--- src/design/chip_io_pkg.sv ---
// Chip I/O package
// Pad, peripheral and strap sizes shared by the multiplexed I/O block,
// with the vector and select types built from them

package chip_io_pkg;

  // Sizes
  localparam int NumMio       = 16;  // Multiplexed pads
  localparam int NumPeriphOut = 8;
  localparam int NumPeriphIn  = 8;

  // Software straps live on the top pads
  localparam int StrapPadBase = 13;
  localparam int NumStraps    = 3;
  localparam int StrapDelay   = 4;   // Edges after reset release
  localparam int StrapCntW    = $clog2(StrapDelay);

  // Per-pad and per-peripheral vectors
  typedef logic [NumMio-1:0]       mio_t;
  typedef logic [NumPeriphOut-1:0] periph_out_t;
  typedef logic [NumPeriphIn-1:0]  periph_in_t;

  // Select encodings use 0 as "none", k selects source k-1
  typedef logic [3:0] out_sel_t;   // 0 undriven, 1..8 periph out
  typedef logic [4:0] in_sel_t;    // 0 zero, 1..16 pad

  // Indices
  typedef logic [$clog2(NumMio)-1:0]       pad_idx_t;
  typedef logic [$clog2(NumPeriphIn)-1:0]  periph_idx_t;
  typedef logic [$clog2(NumPeriphOut)-1:0] periph_out_idx_t;

  typedef logic [NumStraps-1:0] strap_t;
  typedef logic [StrapCntW-1:0] strap_cnt_t;

endpackage

--- src/design/mio_pad.sv ---
// MIO pad cell
// Registers output data and enable toward the pad and brings the
// pad input into the core clock domain through two flops

`timescale 1ns/1ps

module mio_pad (
  input  logic clk_i,
  input  logic reset_i,
  input  logic out_i,      // From output mux
  input  logic oe_i,
  input  logic pad_i,      // From the outside
  output logic pad_o,
  output logic pad_oe_o,
  output logic in_sync_o   // To input router
);

  logic out_q;
  logic oe_q;
  logic sync_q1;
  logic sync_q2;

  // Output side
  always_ff @(posedge clk_i) begin
    if (reset_i) begin
      out_q <= 1'b0;
      oe_q  <= 1'b0;
    end else begin
      oe_q  <= oe_i;
      out_q <= out_i & oe_i;  // Undriven pad shows zero
    end
  end

  assign pad_o    = out_q;
  assign pad_oe_o = oe_q;

  // Input synchronizer
  always_ff @(posedge clk_i) begin
    sync_q1 <= pad_i;
    sync_q2 <= sync_q1;
  end

  assign in_sync_o = sync_q2;

endmodule

--- src/design/mio_out_mux.sv ---
// MIO output mux
// Keeps one output select per pad and routes the chosen peripheral
// output, with its enable, to every pad cell

`timescale 1ns/1ps

module mio_out_mux (
  input  logic                     clk_i,
  input  logic                     reset_i,
  // Select table write port
  input  logic                     out_sel_we_i,
  input  chip_io_pkg::pad_idx_t    out_sel_pad_i,
  input  chip_io_pkg::out_sel_t    out_sel_i,
  // Peripheral side
  input  chip_io_pkg::periph_out_t periph_out_i,
  // Toward the pad cells
  output chip_io_pkg::mio_t        pad_out_o,
  output chip_io_pkg::mio_t        pad_oe_o
);

  chip_io_pkg::out_sel_t out_sel_q [chip_io_pkg::NumMio];
  logic                  sel_ok;

  // Highest legal select value is the last peripheral output
  assign sel_ok = out_sel_i <= chip_io_pkg::out_sel_t'(chip_io_pkg::NumPeriphOut);

  // Select table
  always_ff @(posedge clk_i) begin
    if (reset_i) begin
      for (int k = 0; k < chip_io_pkg::NumMio; k++) begin
        out_sel_q[k] <= '0;  // All pads undriven
      end
    end else if (out_sel_we_i && sel_ok) begin
      out_sel_q[out_sel_pad_i] <= out_sel_i;
    end
  end

  // Per-pad source selection
  for (genvar k = 0; k < chip_io_pkg::NumMio; k++) begin : gen_pad_sel
    chip_io_pkg::periph_out_idx_t src_idx;
    logic                         pad_en;

    // Entry k selects peripheral output k-1
    assign src_idx = chip_io_pkg::periph_out_idx_t'(out_sel_q[k] - 4'd1);
    assign pad_en  = out_sel_q[k] != '0;

    assign pad_oe_o[k]  = pad_en;
    assign pad_out_o[k] = pad_en & periph_out_i[src_idx];
  end

  // A write above the last peripheral is ignored, so the pad keeps
  // whatever routing it had before
  OutSelRange_A: assert property (
    @(posedge clk_i) disable iff (reset_i)
    out_sel_we_i |-> sel_ok
  ) else $warning("mio_out_mux: select %0d for pad %0d dropped",
                  out_sel_i, out_sel_pad_i);

endmodule

--- src/design/mio_in_router.sv ---
// MIO input router
// Per-peripheral pad select table with a registered routing stage, plus
// a one-shot capture of the software strap pads after reset

`timescale 1ns/1ps

module mio_in_router (
  input  logic                     clk_i,
  input  logic                     reset_i,
  // Select table write port
  input  logic                     in_sel_we_i,
  input  chip_io_pkg::periph_idx_t in_sel_periph_i,
  input  chip_io_pkg::in_sel_t     in_sel_i,
  // Synchronized pad inputs
  input  chip_io_pkg::mio_t        pad_in_i,
  // Peripheral side
  output chip_io_pkg::periph_in_t  periph_in_o,
  output chip_io_pkg::strap_t      straps_o,
  output logic                     strap_valid_o
);

  chip_io_pkg::in_sel_t    in_sel_q [chip_io_pkg::NumPeriphIn];
  chip_io_pkg::periph_in_t periph_in_d;
  chip_io_pkg::strap_cnt_t strap_cnt_q;

  // Select table ignores values past the last pad
  always_ff @(posedge clk_i) begin
    if (reset_i) begin
      for (int i = 0; i < chip_io_pkg::NumPeriphIn; i++) begin
        in_sel_q[i] <= '0;
      end
    end else if (in_sel_we_i &&
                 in_sel_i <= chip_io_pkg::in_sel_t'(chip_io_pkg::NumMio)) begin
      in_sel_q[in_sel_periph_i] <= in_sel_i;
    end
  end

  // Select k picks pad k-1
  always_comb begin
    periph_in_d = '0;
    for (int i = 0; i < chip_io_pkg::NumPeriphIn; i++) begin
      if (in_sel_q[i] != '0) begin
        periph_in_d[i] = pad_in_i[chip_io_pkg::pad_idx_t'(in_sel_q[i] - 5'd1)];
      end
    end
  end

  always_ff @(posedge clk_i) begin
    if (reset_i) begin
      periph_in_o <= '0;
    end else begin
      periph_in_o <= periph_in_d;
    end
  end

  // Strap sampling
  // Counts edges after reset release and captures once on the last one
  always_ff @(posedge clk_i) begin
    if (reset_i) begin
      strap_cnt_q   <= '0;
      straps_o      <= '0;
      strap_valid_o <= 1'b0;
    end else if (!strap_valid_o) begin
      if (strap_cnt_q == chip_io_pkg::strap_cnt_t'(chip_io_pkg::StrapDelay - 1)) begin
        straps_o      <= pad_in_i[chip_io_pkg::StrapPadBase +: chip_io_pkg::NumStraps];
        strap_valid_o <= 1'b1;
      end else begin
        strap_cnt_q <= strap_cnt_q + 1'b1;
      end
    end
  end

  // Captured straps are frozen until the next reset
  StrapsStable_A: assert property (
    @(posedge clk_i) disable iff (reset_i)
    strap_valid_o |=> $stable(straps_o)
  );

  StrapValidHold_A: assert property (
    @(posedge clk_i) disable iff (reset_i)
    strap_valid_o |=> strap_valid_o
  );

endmodule

--- src/design/chip_io_top.sv ---
// Chip I/O top
// Output mux, sixteen pad cells and the input router behind the
// multiplexed pads

`timescale 1ns/1ps

module chip_io_top (
  input  logic                     clk_i,
  input  logic                     reset_i,
  // Output select writes
  input  logic                     out_sel_we_i,
  input  chip_io_pkg::pad_idx_t    out_sel_pad_i,
  input  chip_io_pkg::out_sel_t    out_sel_i,
  // Input select writes
  input  logic                     in_sel_we_i,
  input  chip_io_pkg::periph_idx_t in_sel_periph_i,
  input  chip_io_pkg::in_sel_t     in_sel_i,
  // Peripheral outputs toward the pads
  input  chip_io_pkg::periph_out_t periph_out_i,
  // Pads
  input  chip_io_pkg::mio_t        pad_i,
  output chip_io_pkg::mio_t        pad_o,
  output chip_io_pkg::mio_t        pad_oe_o,
  // Peripheral inputs and straps
  output chip_io_pkg::periph_in_t  periph_in_o,
  output chip_io_pkg::strap_t      straps_o,
  output logic                     strap_valid_o
);

  chip_io_pkg::mio_t mux_out;   // Mux data per pad
  chip_io_pkg::mio_t mux_oe;
  chip_io_pkg::mio_t pad_sync;  // Synchronized pad inputs

  mio_out_mux u_out_mux (
    .clk_i         (clk_i),
    .reset_i       (reset_i),
    .out_sel_we_i  (out_sel_we_i),
    .out_sel_pad_i (out_sel_pad_i),
    .out_sel_i     (out_sel_i),
    .periph_out_i  (periph_out_i),
    .pad_out_o     (mux_out),
    .pad_oe_o      (mux_oe)
  );

  for (genvar k = 0; k < chip_io_pkg::NumMio; k++) begin : gen_pads
    mio_pad u_pad (
      .clk_i     (clk_i),
      .reset_i   (reset_i),
      .out_i     (mux_out[k]),
      .oe_i      (mux_oe[k]),
      .pad_i     (pad_i[k]),
      .pad_o     (pad_o[k]),
      .pad_oe_o  (pad_oe_o[k]),
      .in_sync_o (pad_sync[k])
    );
  end

  mio_in_router u_in_router (
    .clk_i           (clk_i),
    .reset_i         (reset_i),
    .in_sel_we_i     (in_sel_we_i),
    .in_sel_periph_i (in_sel_periph_i),
    .in_sel_i        (in_sel_i),
    .pad_in_i        (pad_sync),
    .periph_in_o     (periph_in_o),
    .straps_o        (straps_o),
    .strap_valid_o   (strap_valid_o)
  );

endmodule

--- config.mk ---
export PLATFORM = sky130hd
export DESIGN_NAME = chip_io_top
export DESIGN_NICKNAME = d
export VERILOG_FILES = /design/src/design/chip_io_pkg.sv /design/src/design/mio_pad.sv /design/src/design/mio_out_mux.sv /design/src/design/mio_in_router.sv /design/src/design/chip_io_top.sv
export SDC_FILE = /design/constraint.sdc
export NUM_CORES = 1
export LEC_CHECK = 0
export ABC_AREA = 1
export ABC_CLOCK_PERIOD_IN_PS = 2000
export BUFFER_PORTS_ARGS = -buffer_cell sky130_fd_sc_hd__buf_2
export CORE_UTILIZATION = 30
export CTS_CLUSTER_SIZE = 12
export DETAILED_ROUTE_END_ITERATION = 10
export GPL_TIMING_DRIVEN = 0
export HOLD_SLACK_MARGIN = 0.12
export PLACE_DENSITY = 0.53
export SYNTH_ARGS = -nofsm -noshare
export SYNTH_HDL_FRONTEND = slang
export SYNTH_SLANG_ARGS = --single-unit
--- constraint.sdc ---
create_clock -name clk_i -period 2 [get_ports clk_i]
set_input_delay 0.1 -clock clk_i [delete_from_list [all_inputs] [get_ports clk_i]]
set_output_delay 0.1 -clock clk_i [all_outputs]
set_load 0.005 [all_outputs]
==> flow_summary.yaml, run 1 <==
routing:
  drt-pass1-iter-count: 5
  final_antenna_net_count: 0
  route.detailed.drc: 0
  wire_per_inst_um: 14.7
  vias: 7987
  drt_iter0_drc: 600
  routed_wl_mm: 25.2
  via_per_inst: 4.64
grt:
  overflow: 0
  grt_usage_pct: 15.6
  antenna_found_initial: 0
  grt_pass1_vias: 7645
  grt_max_degree: 19
  grt_pass1_wl_mm: 39.2
power:
  ir_drop_mv: 0.591
  p_comb_share_pct: 16.8
  clkPwrFrac_pct: 36.5
  powerDensity_nw_per_um2: 813
  p_switching_mw: 2.66
  switching_share_pct: 28.6
  pwr-share-seq_pct: 46.7
  power.leakage_nw: 5.40
  power.internal_mw: 6.64
logic_synthesis:
  synthCells: 1181
  synth_seq_area_share_pct: 48.2
  synth.distinct_cells: 29
  synthesis.area_um2: 9710
  ys.flop_type: "edfxtp_1"
  avgSynthCellArea_um2: 8.22
  ys_seq_elements: 182
  ys_warn_count: 0
  syn_nets: 1266
  ys_async_sr_fraction_pct: 0
  synth_edf_count: 104
worst_setup_path:
  cp.required_ns: 2.13
  r2r_cells: 9
  slowest_stage: "clkbuf_1"
  cp-end-kind: "flop"
  reg2reg_slack_ns: 0.20
  critPathTopFamily: "buffers and inverters"
  reg2reg_to: "u_in_router.periph_in_o[5]$_SDFF_PP0_"
  cp.arrival_ns: 1.97
  worstReg2RegStart: "u_in_router.in_sel_q[5][0]$_SDFFCE_PN0P_"
  crit_fanout: 10
  crit_path_start_kind: "primary input"
  crit_type: "in -> reg"
  path_cells: "dlygate4sd3_1 -> buf_2 -> inv_2 -> clkbuf_1 -> nand2_1"
  timing.critical_path.buf_inv: 4
  slowest_delay_ns: 0.67
place:
  dp_hpwl_mm: 17.7
  dpl.cell_count: 1669
  gp_congestion: 0.856
  port_buffers: 86
finish:
  final_nets: 1390
  drive_gt1_share_pct: 16.0
  syn2layout_area_growth_pct: 17.7
  stdcell_count: 1720
  antenna-diode-count: 0
hold_path:
  hold_start: "in_sel_i[2]"
  hold_end: "u_in_router.in_sel_q[1][2]$_SDFFCE_PN0P_"
  hold_depth: 3
  min_path_type: "in -> reg"
clock_network:
  clk_latency_ns: 0.44
  cts_tree: "yes"
  cts_buffers: 17
  cts_htree_levels: 4
  clock-root-buffer: "clkbuf_16"
  clockBufferDepth: 2
  numClockSinks: 182
  path_clk_slew_ns: 0.08
sta:
  skew_ns: 0.0141
  layout_min_cycle_time_ns: 1.84
  rsz0062_at_grt: "false"
  period_share_pct: 92.1
  worstMarginPinSlew_ns: 0.830
  max_freq_ghz: 0.543
  slew_violations: 0
  relSlewSlack_pct: 44.7
  fin_tns_setup_ns: 0
  hold_viol: 0
  finalSetupViolCount: 0
floorplan:
  pin_count: 88
  core_area_um2: 31700
  num_rows: 65
  start_util_pct: 30.6
  die_w_um: 182
  fp.dieH_um: 182
  dieArea_um2: 33100
job:
  maxCapViolCount: 0
run_status:
  status: "complete, no violations"
[cells in the mapped netlist, types with 2 or more instances]
library cell | number | area share [%]
nand2_1 | 215 | 8.3
nor2_1 | 153 | 5.9
nand3_1 | 134 | 6.9
inv_1 | 126 | 4.9
edfxtp_1 | 104 | 32
a21oi_1 | 95 | 4.9
o21ai_0 | 80 | 4.1
dfxtp_1 | 78 | 16
ha_1 | 41 | 5.3
buf_4 | 32 | 2.5
buf_2 | 21 | 1.1
xor2_1 | 20 | 1.8
nor2_2 | 14 | 0.90
clkbuf_1 | 12 | 0.46
xnor2_1 | 12 | 1.1
nand2_4 | 9 | 1.0
inv_2 | 8 | 0.31
nand3b_1 | 7 | 0.54
nand4_1 | 7 | 0.45
clkinv_2 | 3 | 0.15
nor2_8 | 2 | 0.41
[cell families (layout without fill, tap and decap cells)]
group | Yosys count | in the layout | synth area share, %
flops | 182 | 182 | 48.2
compound gates | 180 | 180 | 9.52
fa+ha+maj | 41 | 41 | 5.28
simple gates | 543 | 543 | 24.7
buf+inv | 203 | 340 | 9.39
xor+xnor | 32 | 32 | 2.89
[stage by stage]
stage	setup WS (ns)	utilization, %	power [mW]	hold slack [ns]	cell area (um^2)
after CTS	0.0930	36.0	9.39	0.130	11400
after global placement	0.199	33.6	5.95	0.203	10600
after floorplan	0.494	-	5.47	0.128	9710
after detailed placement	0.219	33.6	5.97	0.204	10600
after global routing	0.0576	36.0	9.74	0.141	11400
final	0.158	36.0	9.30	0.142	11400
[cells in the final DEF, fill, tap and decap left out, types with 8 or more instances in the layout]
| cell type | count |
|---|---|
| inv_1 | 126 |
| clkbuf_1 | 12 |
| o21ai_0 | 80 |
| edfxtp_1 | 104 |
| dfxtp_1 | 78 |
| buf_4 | 32 |
| a21oi_1 | 95 |
| xnor2_1 | 12 |
| clkbuf_16 | 19 |
| nor2_2 | 14 |
| nand2_4 | 9 |
| nand2_1 | 215 |
| nor2_1 | 153 |
| nand3_1 | 134 |
| inv_2 | 8 |
| xor2_1 | 20 |
| dlygate4sd3_1 | 19 |
| buf_2 | 107 |
| ha_1 | 41 |
[how the worst max path moves through the flow]
stage                                             start                                        to  slack [ns]  depth (start not counted)
5_1_grt                                         reset_i  u_in_router.in_sel_q[6][1]$_SDFFCE_PN0P_        0.06                          5
3_3_place_gp                                    reset_i  u_in_router.in_sel_q[6][4]$_SDFFCE_PN0P_        0.20                          4
2_1_floorplan  u_in_router.in_sel_q[2][0]$_SDFFCE_PN0P_     u_in_router.periph_in_o[2]$_SDFF_PP0_        0.49                          9
6_report                                        reset_i  u_in_router.in_sel_q[0][4]$_SDFFCE_PN0P_        0.16                          5
3_5_place_dp                                    reset_i  u_in_router.in_sel_q[6][3]$_SDFFCE_PN0P_        0.22                          4
4_1_cts                                         reset_i  u_in_router.in_sel_q[6][2]$_SDFFCE_PN0P_        0.09                          5
[worst register-to-register path, stage by stage, from the launching register on]
cell and delay (ns):
edfxtp_1 0.32, buf_2 0.19, inv_2 0.05, buf_2 0.17, ha_1 0.37, inv_1 0.13, nand3_1 0.10, nand3_1 0.08
nand3_1 0.07, a21oi_1 0.23
[power by group through the flow]
stage	logic (mW)	clock network (mW)	registers, mW
2_1_floorplan	1.07	0	4.40
3_3_place_gp	1.52	0	4.43
3_5_place_dp	1.54	0	4.43
4_1_cts	1.57	3.47	4.35
5_1_grt	1.76	3.60	4.38
6_report	1.56	3.40	4.34
[registers in the layout, summed over array words and instances, names as in the netlist]
register                   cells
gen_pads.u_pad.in_sync_o      16
gen_pads.u_pad.pad_o          16
gen_pads.u_pad.pad_oe_o       16
gen_pads.u_pad.sync_q1        16
u_in_router.in_sel_q          40
u_in_router.periph_in_o        8
u_in_router.strap_cnt_q        2
u_in_router.strap_valid_o      1
u_in_router.straps_o           3
u_out_mux.out_sel_q           64
[cell type report]
type                    instances  area, um^2
clock buffers                  19         475
inverters                     138         522
multi-input cells             796        4120
clock inverters                13         123
repair buffers                105         621
flip-flops and latches        182        4680
plain buffers                  65         390
fillers                      3285       20300
well taps                     402         503
[layer usage]
layer  vias up  wire length [um]  share of wire [%]  track usage [%]
li1       4089                 -                  -                -
met1      3635             10800                 43             18.4
met2       228             12600                 50             28.1
met3        35              1220                4.9             2.67
met4         0               561                2.2             5.95
met5         -                 0                  0                0
[timing repair]
action	4_1_cts	5_1_grt
hold buffers	19	0
endpoints found under the hold margin	24	0
resized for setup	0	0
buffers inserted	0	0
(Power assumes the default switching activity.)
==> run 2: changes to the inputs <==
--- a/config.mk
+++ b/config.mk
@@ -6,7 +6,7 @@
 export NUM_CORES = 1
 export LEC_CHECK = 0
 export ABC_AREA = 1
-export ABC_CLOCK_PERIOD_IN_PS = 2000
+export ABC_CLOCK_PERIOD_IN_PS = 2350
 export BUFFER_PORTS_ARGS = -buffer_cell sky130_fd_sc_hd__buf_2
 export CORE_UTILIZATION = 30
 export CTS_CLUSTER_SIZE = 12
==> constraint.sdc (replaced) <==
create_clock -name clk_i -period 2.35 [get_ports clk_i]
set_input_delay 0.1175 -clock clk_i [delete_from_list [all_inputs] [get_ports clk_i]]
set_output_delay 0.1175 -clock clk_i [all_outputs]
set_load 0.005 [all_outputs]
==> flow_summary.yaml, run 2 (synthesis results as in run 1) <==
run_status:
  status: "complete, no violations"
finish:
  largestRegisters: "u_out_mux.out_sel_q x64, u_in_router.in_sel_q x40"
  antenna-diode-count: 0
  fin_area_um2: 11400
  final_util_pct: 36.0
  largest_reg_flops: 64
  final_common_cell: "nand2_1"
  drive_gt1_share_pct: 16.0
  syn2layout_area_growth_pct: 17.6
  final_nets: 1389
  final_cell_mix: "nand2_1 (215), nor2_1 (153), nand3_1 (134)"
  fillers: 3287
  regMostFlops: "u_out_mux.out_sel_q"
clock_network:
  clockBufferDepth: 2
  path_clk_slew_ns: 0.07
  numClockSinks: 182
  clk_latency_ns: 0.44
  clock-root-buffer: "clkbuf_16"
  cts_tree: "yes"
  cts_htree_levels: 4
  cts_buffers: 17
place:
  placed_cell_area_um2: 10600
  port_buffers: 86
  gp_congestion: 0.856
  dp_hpwl_mm: 17.7
worst_setup_path:
  cp-end-kind: "flop"
  slowest_delay_ns: 0.67
  reg2reg_slack_ns: 0.55
  critPathTopFamily: "buffers and inverters"
  path_cells: "dlygate4sd3_1 -> buf_2 -> inv_2 -> clkbuf_1 -> nand2_1"
  cp.required_ns: 2.48
  crit_path_start_kind: "primary input"
  worstReg2RegStart: "u_in_router.in_sel_q[2][0]$_SDFFCE_PN0P_"
  crit_fanout: 10
  timing.critical_path.buf_inv: 4
  r2r_cells: 9
  cp.arrival_ns: 2.00
  crit_type: "in -> reg"
  reg2reg_to: "u_in_router.periph_in_o[2]$_SDFF_PP0_"
  slowest_stage: "clkbuf_1"
sta:
  layout_min_cycle_time_ns: 1.87
  rsz0062_at_grt: "false"
  relSlewSlack_pct: 43.9
  whs_ns: 0.147
  skew_ns: 0.0152
  period_share_pct: 79.7
  hold_viol: 0
  slew_violations: 0
  worstMarginPinSlew_ns: 0.841
  finalSetupViolCount: 0
  max_freq_ghz: 0.534
  fin_tns_setup_ns: 0
routing:
  drt_iter0_drc: 564
  wire_per_inst_um: 14.7
  drt-pass1-iter-count: 7
  vias: 8003
  via_per_inst: 4.66
  final_antenna_net_count: 0
  route.detailed.drc: 0
  routed_wl_mm: 25.2
grt:
  grt_usage_pct: 15.6
  top_usage_layer: "met2"
  overflow: 0
  globalRouteMet2Util_pct: 28.1
  grt_pass1_vias: 7637
  antenna_found_initial: 0
  grt_max_degree: 19
  use_met1_pct: 18.4
  grt_use_met3_pct: 2.67
  grt_pass1_wl_mm: 39.1
floorplan:
  fp.dieH_um: 182
  core_area_um2: 31700
  pin_count: 88
  die_w_um: 182
  start_util_pct: 30.6
  num_rows: 65
  dieArea_um2: 33100
hold_path:
  hold_depth: 5
  hold_end: "gen_pads[11].u_pad.pad_o$_SDFF_PP0_"
  hold_start: "periph_out_i[6]"
  min_path_type: "in -> reg"
power:
  ir_drop_mv: 0.506
  power.leakage_nw: 5.40
  finalPower_mw: 7.91
  powerDensity_nw_per_um2: 693
job:
  maxCapViolCount: 0
==> run 2: cell count changes in the layout (fill, tap and decap cells not counted), sizes merged <==
cell         previous run  this run
dlygate4sd3            19        18
==> run 2: worst max-delay path by stage <==
stage	startpoint	endpoint	depth (start not counted)	slack, ns
floorplan	u_in_router.in_sel_q[2][0]$_SDFFCE_PN0P_	u_in_router.periph_in_o[2]$_SDFF_PP0_	9	0.84
global placement	reset_i	u_in_router.in_sel_q[6][4]$_SDFFCE_PN0P_	4	0.53
detailed placement	reset_i	u_in_router.in_sel_q[6][3]$_SDFFCE_PN0P_	4	0.55
CTS	reset_i	u_in_router.in_sel_q[6][2]$_SDFFCE_PN0P_	5	0.43
global route	reset_i	u_in_router.in_sel_q[6][1]$_SDFFCE_PN0P_	5	0.39
finish	reset_i	u_in_router.in_sel_q[0][4]$_SDFFCE_PN0P_	5	0.48
==> run 2: power breakdown <==
group / total, mW / internal (mW) / switching [mW]
logic: 1.33 / 0.526 / 0.804
registers: 3.69 / 3.59 / 0.101
clock network: 2.89 / 1.53 / 1.36
total: 7.91 / 5.65 / 2.26
==> run 2: worst register-to-register path: stages, from the launching register on <==
cell	delay, ns
edfxtp_1	0.32
buf_2	0.19
inv_1	0.07
buf_2	0.18
ha_1	0.38
inv_1	0.13
nand3_1	0.09
nand3_1	0.08
nand3_1	0.08
a21oi_1	0.20
==> run 2: cell type report <==
type                            count  area, um^2  area share, %
Timing Repair Buffer              104         611           5.34
Inverter                          138         522           4.57
Sequential cell                   182        4680           41.0
Clock inverter                     13         123           1.07
Buffer                             65         390           3.42
Tap cell                          402         503           4.40
Multi-Input combinational cell    796        4120           36.0
Clock buffer                       19         475           4.16
==> run 2: per-stage QoR <==
stage,setup slack [ns],cells
5_1_grt,0.390,1719
4_1_cts,0.425,1719
3_5_place_dp,0.552,1669
3_3_place_gp,0.531,1669
6_report,0.476,1719
2_1_floorplan,0.844,1181
==> run 2: metal layers <==
| layer | wire [um] | up-vias | part of all wire [%] |
|---|---|---|---|
| met5 | 0 | - | 0 |
| li1 | - | 4089 | - |
| met3 | 1030 | 38 | 4.1 |
| met4 | 599 | 0 | 2.4 |
| met2 | 12600 | 199 | 50 |
| met1 | 11000 | 3677 | 44 |
==> run 2: repair_timing <==
action	4_1_cts	5_1_grt
hold buffers	18	0
resized for setup	0	0
buffers inserted	0	0
endpoints found under the hold margin	21	0
